<file path="src/source/cmdrsp_pkg.sv">
`default_nettype none

package cmdrsp_pkg;

    // ======================================
    // Bus and engine widths
    // ======================================
    localparam int ADDR_WIDTH = 12;
    localparam int DATA_WIDTH = 32;
    localparam int NUM_CHAN   = 8;
    localparam int CHAN_W     = 3;
    localparam int LEN_W      = 16;
    localparam int PERF_DEPTH = 16;
    localparam int PERF_CNT_W = 16;
    localparam int PERF_PTR_W = $clog2(PERF_DEPTH);

    // Decode spans: kick block below 0x040, profiler below 0x100
    localparam int KICK_SPAN_W = 6;
    localparam int PERF_SPAN_W = 8;

    // ======================================
    // Address map
    // ======================================
    // Profiler registers, compared on the low byte only
    localparam logic [7:0] PERF_CONFIG_ADDR    = 8'h40;
    localparam logic [7:0] PERF_DATA_LOW_ADDR  = 8'h44;
    localparam logic [7:0] PERF_DATA_HIGH_ADDR = 8'h48;
    localparam logic [7:0] PERF_STATUS_ADDR    = 8'h4C;

    // Configuration block, full address compare
    localparam logic [ADDR_WIDTH-1:0] CFG_CHAN_EN_ADDR = 12'h100;
    localparam logic [ADDR_WIDTH-1:0] CFG_SCRATCH_ADDR = 12'h104;
    localparam logic [ADDR_WIDTH-1:0] CFG_ID_ADDR      = 12'h108;

    localparam logic [DATA_WIDTH-1:0] CFG_ID_VALUE  = 32'hC0DE_0100;
    localparam logic [DATA_WIDTH-1:0] PERF_BAD_DATA = 32'hDEAD_BEEF;

    // ======================================
    // Profiler events
    // ======================================
    typedef enum logic {
        EVT_KICK = 1'b0,
        EVT_DONE = 1'b1
    } perf_event_e;

    typedef struct packed {
        logic              valid;
        perf_event_e       evt_type;
        logic [CHAN_W-1:0] chan;
    } perf_event_t;

endpackage

`default_nettype wire

</file>
<file path="src/source/cmdrsp_if.sv">
`default_nettype none

interface cmdrsp_if;
    import cmdrsp_pkg::*;

    // Command channel
    logic                  cmd_valid;
    logic                  cmd_ready;
    logic                  cmd_pwrite;
    logic [ADDR_WIDTH-1:0] cmd_paddr;
    logic [DATA_WIDTH-1:0] cmd_pwdata;

    // Response channel
    logic                  rsp_valid;
    logic                  rsp_ready;
    logic [DATA_WIDTH-1:0] rsp_prdata;
    logic                  rsp_pslverr;

    // Requester side
    modport master (
        output cmd_valid, cmd_pwrite, cmd_paddr, cmd_pwdata, rsp_ready,
        input  cmd_ready, rsp_valid, rsp_prdata, rsp_pslverr
    );

    // Target side
    modport slave (
        input  cmd_valid, cmd_pwrite, cmd_paddr, cmd_pwdata, rsp_ready,
        output cmd_ready, rsp_valid, rsp_prdata, rsp_pslverr
    );

endinterface

`default_nettype wire

</file>
<file path="src/source/perf_if.sv">
`default_nettype none

interface perf_if;
    import cmdrsp_pkg::*;

    // Profiler control from the router
    logic                  cfg_enable;
    logic                  cfg_mode;
    logic                  cfg_clear;
    logic                  fifo_rd;

    // Queue head and status from the FIFO
    logic [DATA_WIDTH-1:0] data_low;
    logic [DATA_WIDTH-1:0] data_high;
    logic                  empty;
    logic                  full;
    logic [PERF_CNT_W-1:0] count;

    // Register side in the router
    modport regs (
        output cfg_enable, cfg_mode, cfg_clear, fifo_rd,
        input  data_low, data_high, empty, full, count
    );

    modport fifo (
        input  cfg_enable, cfg_mode, cfg_clear, fifo_rd,
        output data_low, data_high, empty, full, count
    );

endinterface

`default_nettype wire

</file>
<file path="src/source/cmdrsp_router.sv">
`default_nettype none

module cmdrsp_router (
    input  logic     clk,
    input  logic     rst_n,
    cmdrsp_if.slave  s,
    cmdrsp_if.master m0,
    cmdrsp_if.master m1,
    perf_if.regs     perf
);
    import cmdrsp_pkg::*;

    logic                  hit_kick;
    logic                  hit_perf;
    logic                  cmd_acc;
    logic                  perf_acc;
    logic                  pending;
    logic                  sel_kick;
    logic                  sel_perf;
    logic                  perf_rsp_valid;
    logic [DATA_WIDTH-1:0] perf_rsp_data;
    logic [DATA_WIDTH-1:0] perf_rd_data;
    logic [7:0]            perf_addr;

    // ======================================
    // Address decode
    // ======================================
    // Kick block at 0x000-0x03F, profiler at 0x040-0x0FF, config otherwise
    assign hit_kick  = (s.cmd_paddr[ADDR_WIDTH-1:KICK_SPAN_W] == '0);
    assign hit_perf  = (s.cmd_paddr[ADDR_WIDTH-1:PERF_SPAN_W] == '0) && !hit_kick;
    assign perf_addr = s.cmd_paddr[7:0];

    // Only one command in flight
    assign s.cmd_ready = !pending && (hit_kick ? m0.cmd_ready :
                                      hit_perf ? 1'b1 : m1.cmd_ready);
    assign cmd_acc  = s.cmd_valid && s.cmd_ready;
    assign perf_acc = cmd_acc && hit_perf;

    // Remember the target until its response is taken
    always_ff @(posedge clk or negedge rst_n) begin
        if (!rst_n) begin
            pending  <= 1'b0;
            sel_kick <= 1'b0;
            sel_perf <= 1'b0;
        end else begin
            if (cmd_acc) begin
                pending  <= 1'b1;
                sel_kick <= hit_kick;
                sel_perf <= hit_perf;
            end else if (s.rsp_valid && s.rsp_ready) begin
                pending <= 1'b0;
            end
        end
    end

    // ======================================
    // Command and response steering
    // ======================================
    assign m0.cmd_valid  = s.cmd_valid && hit_kick && !pending;
    assign m0.cmd_pwrite = s.cmd_pwrite;
    assign m0.cmd_paddr  = s.cmd_paddr;
    assign m0.cmd_pwdata = s.cmd_pwdata;

    // Default route
    assign m1.cmd_valid  = s.cmd_valid && !hit_kick && !hit_perf && !pending;
    assign m1.cmd_pwrite = s.cmd_pwrite;
    assign m1.cmd_paddr  = s.cmd_paddr;
    assign m1.cmd_pwdata = s.cmd_pwdata;

    assign m0.rsp_ready = sel_kick && s.rsp_ready;
    assign m1.rsp_ready = !sel_kick && !sel_perf && s.rsp_ready;

    assign s.rsp_valid   = sel_kick ? m0.rsp_valid :
                           sel_perf ? perf_rsp_valid : m1.rsp_valid;
    assign s.rsp_prdata  = sel_kick ? m0.rsp_prdata :
                           sel_perf ? perf_rsp_data : m1.rsp_prdata;
    // Profiler space never errors
    assign s.rsp_pslverr = sel_kick ? m0.rsp_pslverr :
                           sel_perf ? 1'b0 : m1.rsp_pslverr;

    // ======================================
    // Profiler registers
    // ======================================
    // Clear bit drops by itself one cycle after the write
    always_ff @(posedge clk or negedge rst_n) begin
        if (!rst_n) begin
            perf.cfg_enable <= 1'b0;
            perf.cfg_mode   <= 1'b0;
            perf.cfg_clear  <= 1'b0;
        end else if (perf_acc && s.cmd_pwrite && perf_addr == PERF_CONFIG_ADDR) begin
            perf.cfg_enable <= s.cmd_pwdata[0];
            perf.cfg_mode   <= s.cmd_pwdata[1];
            perf.cfg_clear  <= s.cmd_pwdata[2];
        end else begin
            perf.cfg_clear <= 1'b0;
        end
    end

    // Pop on the accept of a DATA_LOW read, head is sampled in the same cycle
    assign perf.fifo_rd = perf_acc && !s.cmd_pwrite && perf_addr == PERF_DATA_LOW_ADDR;

    always_comb begin
        case (perf_addr)
            PERF_CONFIG_ADDR:    perf_rd_data = {29'h0, 1'b0, perf.cfg_mode, perf.cfg_enable};
            PERF_DATA_LOW_ADDR:  perf_rd_data = perf.data_low;
            PERF_DATA_HIGH_ADDR: perf_rd_data = perf.data_high;
            PERF_STATUS_ADDR:    perf_rd_data = {perf.count, 14'h0, perf.full, perf.empty};
            default:             perf_rd_data = PERF_BAD_DATA;
        endcase
    end

    always_ff @(posedge clk or negedge rst_n) begin
        if (!rst_n) begin
            perf_rsp_valid <= 1'b0;
        end else if (perf_acc) begin
            perf_rsp_valid <= 1'b1;
        end else if (sel_perf && s.rsp_ready) begin
            perf_rsp_valid <= 1'b0;
        end
    end

    // Writes answer with zero data
    always_ff @(posedge clk) begin
        if (perf_acc) begin
            perf_rsp_data <= s.cmd_pwrite ? '0 : perf_rd_data;
        end
    end

endmodule

`default_nettype wire

</file>
<file path="src/source/descr_kick.sv">
`default_nettype none

module descr_kick (
    input  logic                              clk,
    input  logic                              rst_n,
    cmdrsp_if.slave                           bus,
    input  logic [cmdrsp_pkg::NUM_CHAN-1:0]   chan_en,
    output logic [cmdrsp_pkg::NUM_CHAN-1:0]   chan_busy,
    output cmdrsp_pkg::perf_event_t           event_out
);
    import cmdrsp_pkg::*;

    logic [LEN_W-1:0]  cnt [NUM_CHAN];
    logic [CHAN_W-1:0] sel_chan;
    logic [CHAN_W-1:0] done_chan;
    logic              addr_ok;
    logic              cmd_acc;
    logic              done_hit;
    logic              kick_ok;

    // Channel register at 4 * channel, upper half of the window unused
    assign sel_chan = bus.cmd_paddr[CHAN_W+1:2];
    assign addr_ok  = (bus.cmd_paddr[KICK_SPAN_W-1:CHAN_W+2] == '0);

    assign bus.cmd_ready = !bus.rsp_valid;
    assign cmd_acc       = bus.cmd_valid && bus.cmd_ready;

    // Channel about to hit zero, lowest index reported when several finish
    always_comb begin
        done_hit  = 1'b0;
        done_chan = '0;
        for (int i = NUM_CHAN - 1; i >= 0; i--) begin
            if (cnt[i] == LEN_W'(1)) begin
                done_hit  = 1'b1;
                done_chan = CHAN_W'(i);
            end
        end
    end

    // Idle, enabled, nonzero length, and no done event competing
    assign kick_ok = cmd_acc && bus.cmd_pwrite && addr_ok && chan_en[sel_chan] &&
                     cnt[sel_chan] == '0 && bus.cmd_pwdata[LEN_W-1:0] != '0 && !done_hit;

    // Countdown, one step per cycle
    always_ff @(posedge clk or negedge rst_n) begin
        if (!rst_n) begin
            for (int i = 0; i < NUM_CHAN; i++) begin
                cnt[i] <= '0;
            end
        end else begin
            for (int i = 0; i < NUM_CHAN; i++) begin
                if (kick_ok && sel_chan == CHAN_W'(i)) begin
                    cnt[i] <= bus.cmd_pwdata[LEN_W-1:0];
                end else if (cnt[i] != '0) begin
                    cnt[i] <= cnt[i] - 1'b1;
                end
            end
        end
    end

    always_comb begin
        for (int i = 0; i < NUM_CHAN; i++) begin
            chan_busy[i] = (cnt[i] != '0);
        end
    end

    // One event per cycle, done wins
    always_ff @(posedge clk or negedge rst_n) begin
        if (!rst_n) begin
            event_out <= '0;
        end else begin
            event_out.valid    <= done_hit || kick_ok;
            event_out.evt_type <= done_hit ? EVT_DONE : EVT_KICK;
            event_out.chan     <= done_hit ? done_chan : sel_chan;
        end
    end

    // ======================================
    // Response
    // ======================================
    always_ff @(posedge clk or negedge rst_n) begin
        if (!rst_n) begin
            bus.rsp_valid <= 1'b0;
        end else if (cmd_acc) begin
            bus.rsp_valid <= 1'b1;
        end else if (bus.rsp_ready) begin
            bus.rsp_valid <= 1'b0;
        end
    end

    // Reads return the remaining count
    always_ff @(posedge clk) begin
        if (cmd_acc) begin
            bus.rsp_pslverr <= bus.cmd_pwrite ? !kick_ok : !addr_ok;
            bus.rsp_prdata  <= (!bus.cmd_pwrite && addr_ok) ?
                               DATA_WIDTH'(cnt[sel_chan]) : '0;
        end
    end

endmodule

`default_nettype wire

</file>
<file path="src/source/cfg_regs.sv">
`default_nettype none

module cfg_regs (
    input  logic                            clk,
    input  logic                            rst_n,
    cmdrsp_if.slave                         bus,
    output logic [cmdrsp_pkg::NUM_CHAN-1:0] chan_en
);
    import cmdrsp_pkg::*;

    logic                  cmd_acc;
    logic                  wr_acc;
    logic                  rd_err;
    logic [DATA_WIDTH-1:0] rd_data;
    logic [DATA_WIDTH-1:0] scratch;

    // Single response slot
    assign bus.cmd_ready = !bus.rsp_valid;
    assign cmd_acc       = bus.cmd_valid && bus.cmd_ready;
    assign wr_acc        = cmd_acc && bus.cmd_pwrite;

    // Decode and error check on the full address
    always_comb begin
        rd_data = '0;
        rd_err  = 1'b0;
        case (bus.cmd_paddr)
            CFG_CHAN_EN_ADDR: rd_data = DATA_WIDTH'(chan_en);
            CFG_SCRATCH_ADDR: rd_data = scratch;
            CFG_ID_ADDR: begin
                rd_data = CFG_ID_VALUE;
                // ID is read only
                rd_err  = bus.cmd_pwrite;
            end
            default: rd_err = 1'b1;
        endcase
    end

    // Channel enable mask
    always_ff @(posedge clk or negedge rst_n) begin
        if (!rst_n) begin
            chan_en <= '0;
        end else if (wr_acc && bus.cmd_paddr == CFG_CHAN_EN_ADDR) begin
            chan_en <= bus.cmd_pwdata[NUM_CHAN-1:0];
        end
    end

    always_ff @(posedge clk) begin
        if (wr_acc && bus.cmd_paddr == CFG_SCRATCH_ADDR) begin
            scratch <= bus.cmd_pwdata;
        end
    end

    // ======================================
    // Response
    // ======================================
    always_ff @(posedge clk or negedge rst_n) begin
        if (!rst_n) begin
            bus.rsp_valid <= 1'b0;
        end else if (cmd_acc) begin
            bus.rsp_valid <= 1'b1;
        end else if (bus.rsp_ready) begin
            bus.rsp_valid <= 1'b0;
        end
    end

    // Zero data on writes and on errors
    always_ff @(posedge clk) begin
        if (cmd_acc) begin
            bus.rsp_pslverr <= rd_err;
            bus.rsp_prdata  <= (bus.cmd_pwrite || rd_err) ? '0 : rd_data;
        end
    end

endmodule

`default_nettype wire

</file>
<file path="src/source/perf_fifo.sv">
`default_nettype none

module perf_fifo (
    input  logic                    clk,
    input  logic                    rst_n,
    perf_if.fifo                    perf,
    input  cmdrsp_pkg::perf_event_t event_in
);
    import cmdrsp_pkg::*;

    logic [DATA_WIDTH-1:0] ts;
    logic [DATA_WIDTH-1:0] last_ts;
    logic [DATA_WIDTH-1:0] stamp;
    logic [DATA_WIDTH-1:0] mem_ts [PERF_DEPTH];
    logic [CHAN_W:0]       mem_evt [PERF_DEPTH];
    logic [PERF_PTR_W-1:0] wr_ptr;
    logic [PERF_PTR_W-1:0] rd_ptr;
    logic [PERF_CNT_W-1:0] count;
    logic                  push;
    logic                  pop;

    // Clear wins over both push and pop, a full FIFO drops the event
    assign push  = perf.cfg_enable && event_in.valid && !perf.full && !perf.cfg_clear;
    assign pop   = perf.fifo_rd && !perf.empty && !perf.cfg_clear;
    // Mode 1 stores the gap since the previous stored event
    assign stamp = perf.cfg_mode ? ts - last_ts : ts;

    // ======================================
    // Timestamp and pointers
    // ======================================
    always_ff @(posedge clk or negedge rst_n) begin
        if (!rst_n) begin
            ts      <= '0;
            last_ts <= '0;
            wr_ptr  <= '0;
            rd_ptr  <= '0;
            count   <= '0;
        end else begin
            ts <= ts + 1'b1;
            if (perf.cfg_clear) begin
                wr_ptr <= '0;
                rd_ptr <= '0;
                count  <= '0;
            end else begin
                if (push) begin
                    wr_ptr  <= wr_ptr + 1'b1;
                    last_ts <= ts;
                end
                if (pop) begin
                    rd_ptr <= rd_ptr + 1'b1;
                end
                if (push && !pop) begin
                    count <= count + 1'b1;
                end else if (pop && !push) begin
                    count <= count - 1'b1;
                end
            end
        end
    end

    always_ff @(posedge clk) begin
        if (push) begin
            mem_ts[wr_ptr]  <= stamp;
            mem_evt[wr_ptr] <= {event_in.evt_type, event_in.chan};
        end
    end

    // Head of queue, type in bit 3 and channel below
    assign perf.data_low  = mem_ts[rd_ptr];
    assign perf.data_high = {{(DATA_WIDTH-CHAN_W-1){1'b0}}, mem_evt[rd_ptr]};
    assign perf.count     = count;
    assign perf.empty     = (count == '0);
    assign perf.full      = (count == PERF_CNT_W'(PERF_DEPTH));

endmodule

`default_nettype wire

</file>
<file path="src/source/cmdrsp_top.sv">
`default_nettype none

module cmdrsp_top (
    input  logic                              clk,
    input  logic                              rst_n,
    input  logic                              s_cmd_valid,
    output logic                              s_cmd_ready,
    input  logic                              s_cmd_pwrite,
    input  logic [cmdrsp_pkg::ADDR_WIDTH-1:0] s_cmd_paddr,
    input  logic [cmdrsp_pkg::DATA_WIDTH-1:0] s_cmd_pwdata,
    output logic                              s_rsp_valid,
    input  logic                              s_rsp_ready,
    output logic [cmdrsp_pkg::DATA_WIDTH-1:0] s_rsp_prdata,
    output logic                              s_rsp_pslverr,
    output logic [cmdrsp_pkg::NUM_CHAN-1:0]   chan_busy
);
    import cmdrsp_pkg::*;

    cmdrsp_if s_bus ();
    cmdrsp_if kick_bus ();
    cmdrsp_if cfg_bus ();
    perf_if   perf_bus ();

    logic [NUM_CHAN-1:0] chan_en;
    perf_event_t         kick_evt;

    // Plain slave port onto the router side bus
    assign s_bus.cmd_valid  = s_cmd_valid;
    assign s_bus.cmd_pwrite = s_cmd_pwrite;
    assign s_bus.cmd_paddr  = s_cmd_paddr;
    assign s_bus.cmd_pwdata = s_cmd_pwdata;
    assign s_bus.rsp_ready  = s_rsp_ready;
    assign s_cmd_ready      = s_bus.cmd_ready;
    assign s_rsp_valid      = s_bus.rsp_valid;
    assign s_rsp_prdata     = s_bus.rsp_prdata;
    assign s_rsp_pslverr    = s_bus.rsp_pslverr;

    cmdrsp_router u_router (
        .clk   (clk),
        .rst_n (rst_n),
        .s     (s_bus.slave),
        .m0    (kick_bus.master),
        .m1    (cfg_bus.master),
        .perf  (perf_bus.regs)
    );

    descr_kick u_kick (
        .clk       (clk),
        .rst_n     (rst_n),
        .bus       (kick_bus.slave),
        .chan_en   (chan_en),
        .chan_busy (chan_busy),
        .event_out (kick_evt)
    );

    cfg_regs u_cfg (
        .clk     (clk),
        .rst_n   (rst_n),
        .bus     (cfg_bus.slave),
        .chan_en (chan_en)
    );

    perf_fifo u_perf (
        .clk      (clk),
        .rst_n    (rst_n),
        .perf     (perf_bus.fifo),
        .event_in (kick_evt)
    );

endmodule

`default_nettype wire

</file>
<file path="config.mk">
export PLATFORM = sky130hd
export DESIGN_NAME = cmdrsp_top
export DESIGN_NICKNAME = d
export VERILOG_FILES = /design/src/source/cmdrsp_pkg.sv /design/src/source/cmdrsp_if.sv /design/src/source/perf_if.sv /design/src/source/cmdrsp_router.sv /design/src/source/descr_kick.sv /design/src/source/cfg_regs.sv /design/src/source/perf_fifo.sv /design/src/source/cmdrsp_top.sv
export SDC_FILE = /design/constraint.sdc
export NUM_CORES = 2
export LEC_CHECK = 0
export BUFFER_PORTS_ARGS = -buffer_cell sky130_fd_sc_hd__buf_4
export CAP_MARGIN = 20
export CORE_ASPECT_RATIO = 0.7
export CORE_MARGIN = 2
export CORE_UTILIZATION = 40
export DETAILED_ROUTE_END_ITERATION = 8
export PLACE_DENSITY_LB_ADDON = 0.2
export SETUP_SLACK_MARGIN = 0.15
export SYNTH_ARGS = -nofsm -noshare
export SYNTH_HDL_FRONTEND = slang
export SYNTH_SLANG_ARGS = --single-unit
</file>
<file path="constraint.sdc">
create_clock -name clk -period 6.35 [get_ports clk]
set_input_delay 1.27 -clock clk [delete_from_list [all_inputs] [get_ports clk]]
set_output_delay 1.27 -clock clk [all_outputs]
set_load 0.01 [all_outputs]
</file>
==> results.yml <==
outcome:
  status: "complete, no violations"
worst_setup_path:
  critical_path_class: "reg -> out"
  cp-end-kind: "output port"
  crit_fanout: 10
  arrival_ps: 3660
  cp.required_ps: 5080
  cp-start-kind: "register"
power:
  power_density_nw_per_um2: 261.8
  vdd_drop_max_mv: 0.2106
  power.total_mw: 12.54
  p_leak_nw: 15.46
grt:
  grt_use_met2: 0.3150
  grt_util_all_layers: 0.2148
  use_met3: 0.04796
  busiest_layer: "met1"
  grt_remaining_overflow: 0
  antenna_found_initial: 2
  grt_pass1_vias: 25690
  met1_usage: 0.3238
  grt_start_max_net_pins: 113
  grt_pass1_wl_microns: 172100
synth:
  synth_simple_gate_area_frac: 0.09472
  synthAdderAreaFrac: 0.02129
  async_flop_share: 0.2565
  synth_edf_count: 690
  synth_seq_cells: 928
  synthDistinctLibCells: 68
  synthCells: 2968
  synth_top_family_by_area: "multiplexers"
  synth-warning-count: 0
  syn_area_sq_um: 42430
  syn_area_per_cell_sq_um: 14.30
  seq_area_frac_synth: 0.6287
  synth-xor-area-share: 0.03135
  synth_compound_area_frac: 0.05352
  syn_nets: 3088
  synth_flop_cell: "edfxtp_1"
  synth_mux_area_frac: 0.1491
job:
  maxCapViolCount: 0
placement:
  gp_congestion: 0.9167
  dp_hpwl_microns: 74410
  dpl_worst_slack_ps: 765.1
  io_buffers: 91
clocking:
  clk_pin_slew_worst_paths_ps: 60
  cts_made_buffers: 90
  clockBufferDepth: 3
  cts_tree: "built"
  clock-root-buffer: "clkbuf_16"
  post_cts_buffers: 0
  cts_resized: 0
  htreeDepth: 3
  hold_buffers: 0
  insertion_delay_ps: 680
  cts.sinks: 928
min_path:
  hp-class: "reg -> reg"
sta:
  slew_violations: 0
  setup_viol: 0
  worst-slew-pin-transition_ps: 1106
  setup_ws_ps: 1419
  worst_clock_skew_ps: 38.25
  finalHoldViolations: 0
  setup_tns_ps: 0
  post-route-period-util: 0.7765
  max-slew-margin-rel: 0.2625
  fmax_ghz: 0.2028
  fin_crit_ps: 4931
  rsz0062_at_grt: "no"
route:
  wirelength_microns: 115900
  num_vias: 25830
  drtAntennaViolNets: 0
  firstDrtPassIters: 5
  drt-wirelength-per-cell_microns: 25.39
  vias_per_cell: 5.659
  drc_errors: 0
  dr.first_iter.drc_count: 2645
finish:
  antenna_cells: 0
  utilization: 0.4576
  fillers: 9173
  layout.cells.most_common_list: "690 x edfxtp_1, 305 x nand2_1, 233 x dfrtp_1"
  mostFrequentLayoutCell: "edfxtp_1"
  drive_gt1_frac: 0.1946
  area_growth_pct: 12.90
  layout.nets: 3197
floorplan:
  die_x_microns: 393.3
  io_pins: 92
  std_cell_rows: 99
  die_y_microns: 276.5
  start_util: 0.4054
  coreArea_sq_um: 104700
  dieArea_sq_um: 108700
==> stage by stage <==
stage	hold slack [ps]	area, sq um	std cells
after floorplan	444.9	42430	2968
after global placement	461.4	44880	4393
after detailed placement	489.2	44900	4395
after CTS	509.0	47860	4560
after global routing	522.4	47900	4564
final	509.4	47900	4564
==> logic make-up (layout without fill, tap and decap cells) <==
| kind of cell | Yosys count | after routing |
|---|---|---|
| mux | 372 | 372 |
| buf+inv | 222 | 404 |
| fa+ha+maj | 71 | 71 |
| simple gates | 842 | 842 |
| xor+xnor | 151 | 151 |
| compound gates | 382 | 382 |
| flops | 928 | 928 |
==> layer usage <==
metal / routed length (microns) / vias to the layer above
met4: 2591 / 0
li1: - / 11470
met2: 51090 / 841
met5: 0 / -
met1: 54040 / 13360
met3: 8139 / 158
==> cells in the mapped netlist (4+ instances only) <==
master    instances  area [sq um]
edfxtp_1        690         20720
nand2_1         305          1145
dfrtp_1         238          5956
mux4_2          196          4414
nor2_1          177         664.4
o21ai_0         135         675.7
a21oi_1         108         540.5
xnor2_1         105         919.6
clkbuf_1         92         345.3
inv_1            87         326.6
nor3_1           85         425.4
mux2i_1          84         840.8
mux2_2           83         934.7
ha_1             69         863.3
nand3_1          55         275.3
xor2_1           45         394.1
nor4_1           44         275.3
and2_1           27         168.9
or4_1            23         172.7
and3_1           22         137.6
buf_2            21         105.1
a211oi_1         20         150.1
o21a_1           20         150.1
or3_1            19         118.9
a21o_1           18         135.1
nand4_1          16         100.1
buf_1            15         56.30
nand2b_1         15         93.84
nor2b_1          15         93.84
o31ai_1          14         105.1
o21ai_1          13         65.06
nand3b_1         11         82.58
o211ai_1         11         82.58
mux2_4            9         135.1
a31oi_1           8         50.05
buf_6             6         67.56
a211o_1           5         43.79
nor3_2            5         50.05
nor3b_1           5         37.54
a221oi_1          4         35.03
o21bai_1          4         30.03
==> path summary, 6_finish.rpt <==
path                       slack, ps                      end  cells after the start                    start
max reg2reg                     1680    u_perf.perf.count[15]                     15    u_perf.perf.count[10]
max                             1420             chan_busy[3]                      7           u_kick.cnt[69]
min reg2reg                      510  u_router.perf_rsp_valid                      2  u_router.perf_rsp_valid
min                              510  u_router.perf_rsp_valid                      2  u_router.perf_rsp_valid
max in group asynchronous       4640          u_kick.cnt[116]                      2                    rst_n
min in group asynchronous        530             u_perf.ts[3]                      1                    rst_n
==> area by class of cell <==
type,instances,area (sq um),area share
inverter,88,330.3,0.006896
clock buffer,118,2439,0.05091
clock inverter,47,526.8,0.01100
multi-input combinational,1818,14950,0.3120
sequential,928,26690,0.5572
tap,1414,1769,0.03693
timing repair buffer,151,1201,0.02508
==> critical path, stage by stage (launching register included) <==
cell and delay (ps):
dfrtp_1 450, or4_1 620, nor4_1 470, nand2_1 230, or3_1 430, nor3_2 400, inv_2 210, buf_4 200
==> report_power, final <==
group	leakage [nW]	internal [mW]	switching [mW]
registers	8.27	6.53	0.0472
logic	5.75	0.186	0.313
clock network	1.44	3.12	2.35
total	15.5	9.83	2.71
==> state kept, by name, indices dropped and copies added, names as in the netlist, 4 cells and up <==
signal                  count
u_perf.rd_ptr               4
u_perf.mem_evt             64
u_perf.mem_ts             512
u_perf.ts                  32
u_perf.perf.count          16
u_kick.bus.rsp_prdata      16
u_kick.event_out            5
u_perf.wr_ptr               4
u_perf.last_ts             32
u_cfg.chan_en               8
u_cfg.bus.rsp_prdata       32
u_router.perf_rsp_data     32
u_kick.cnt                128
u_cfg.scratch              32
(Power assumes the default switching activity.)
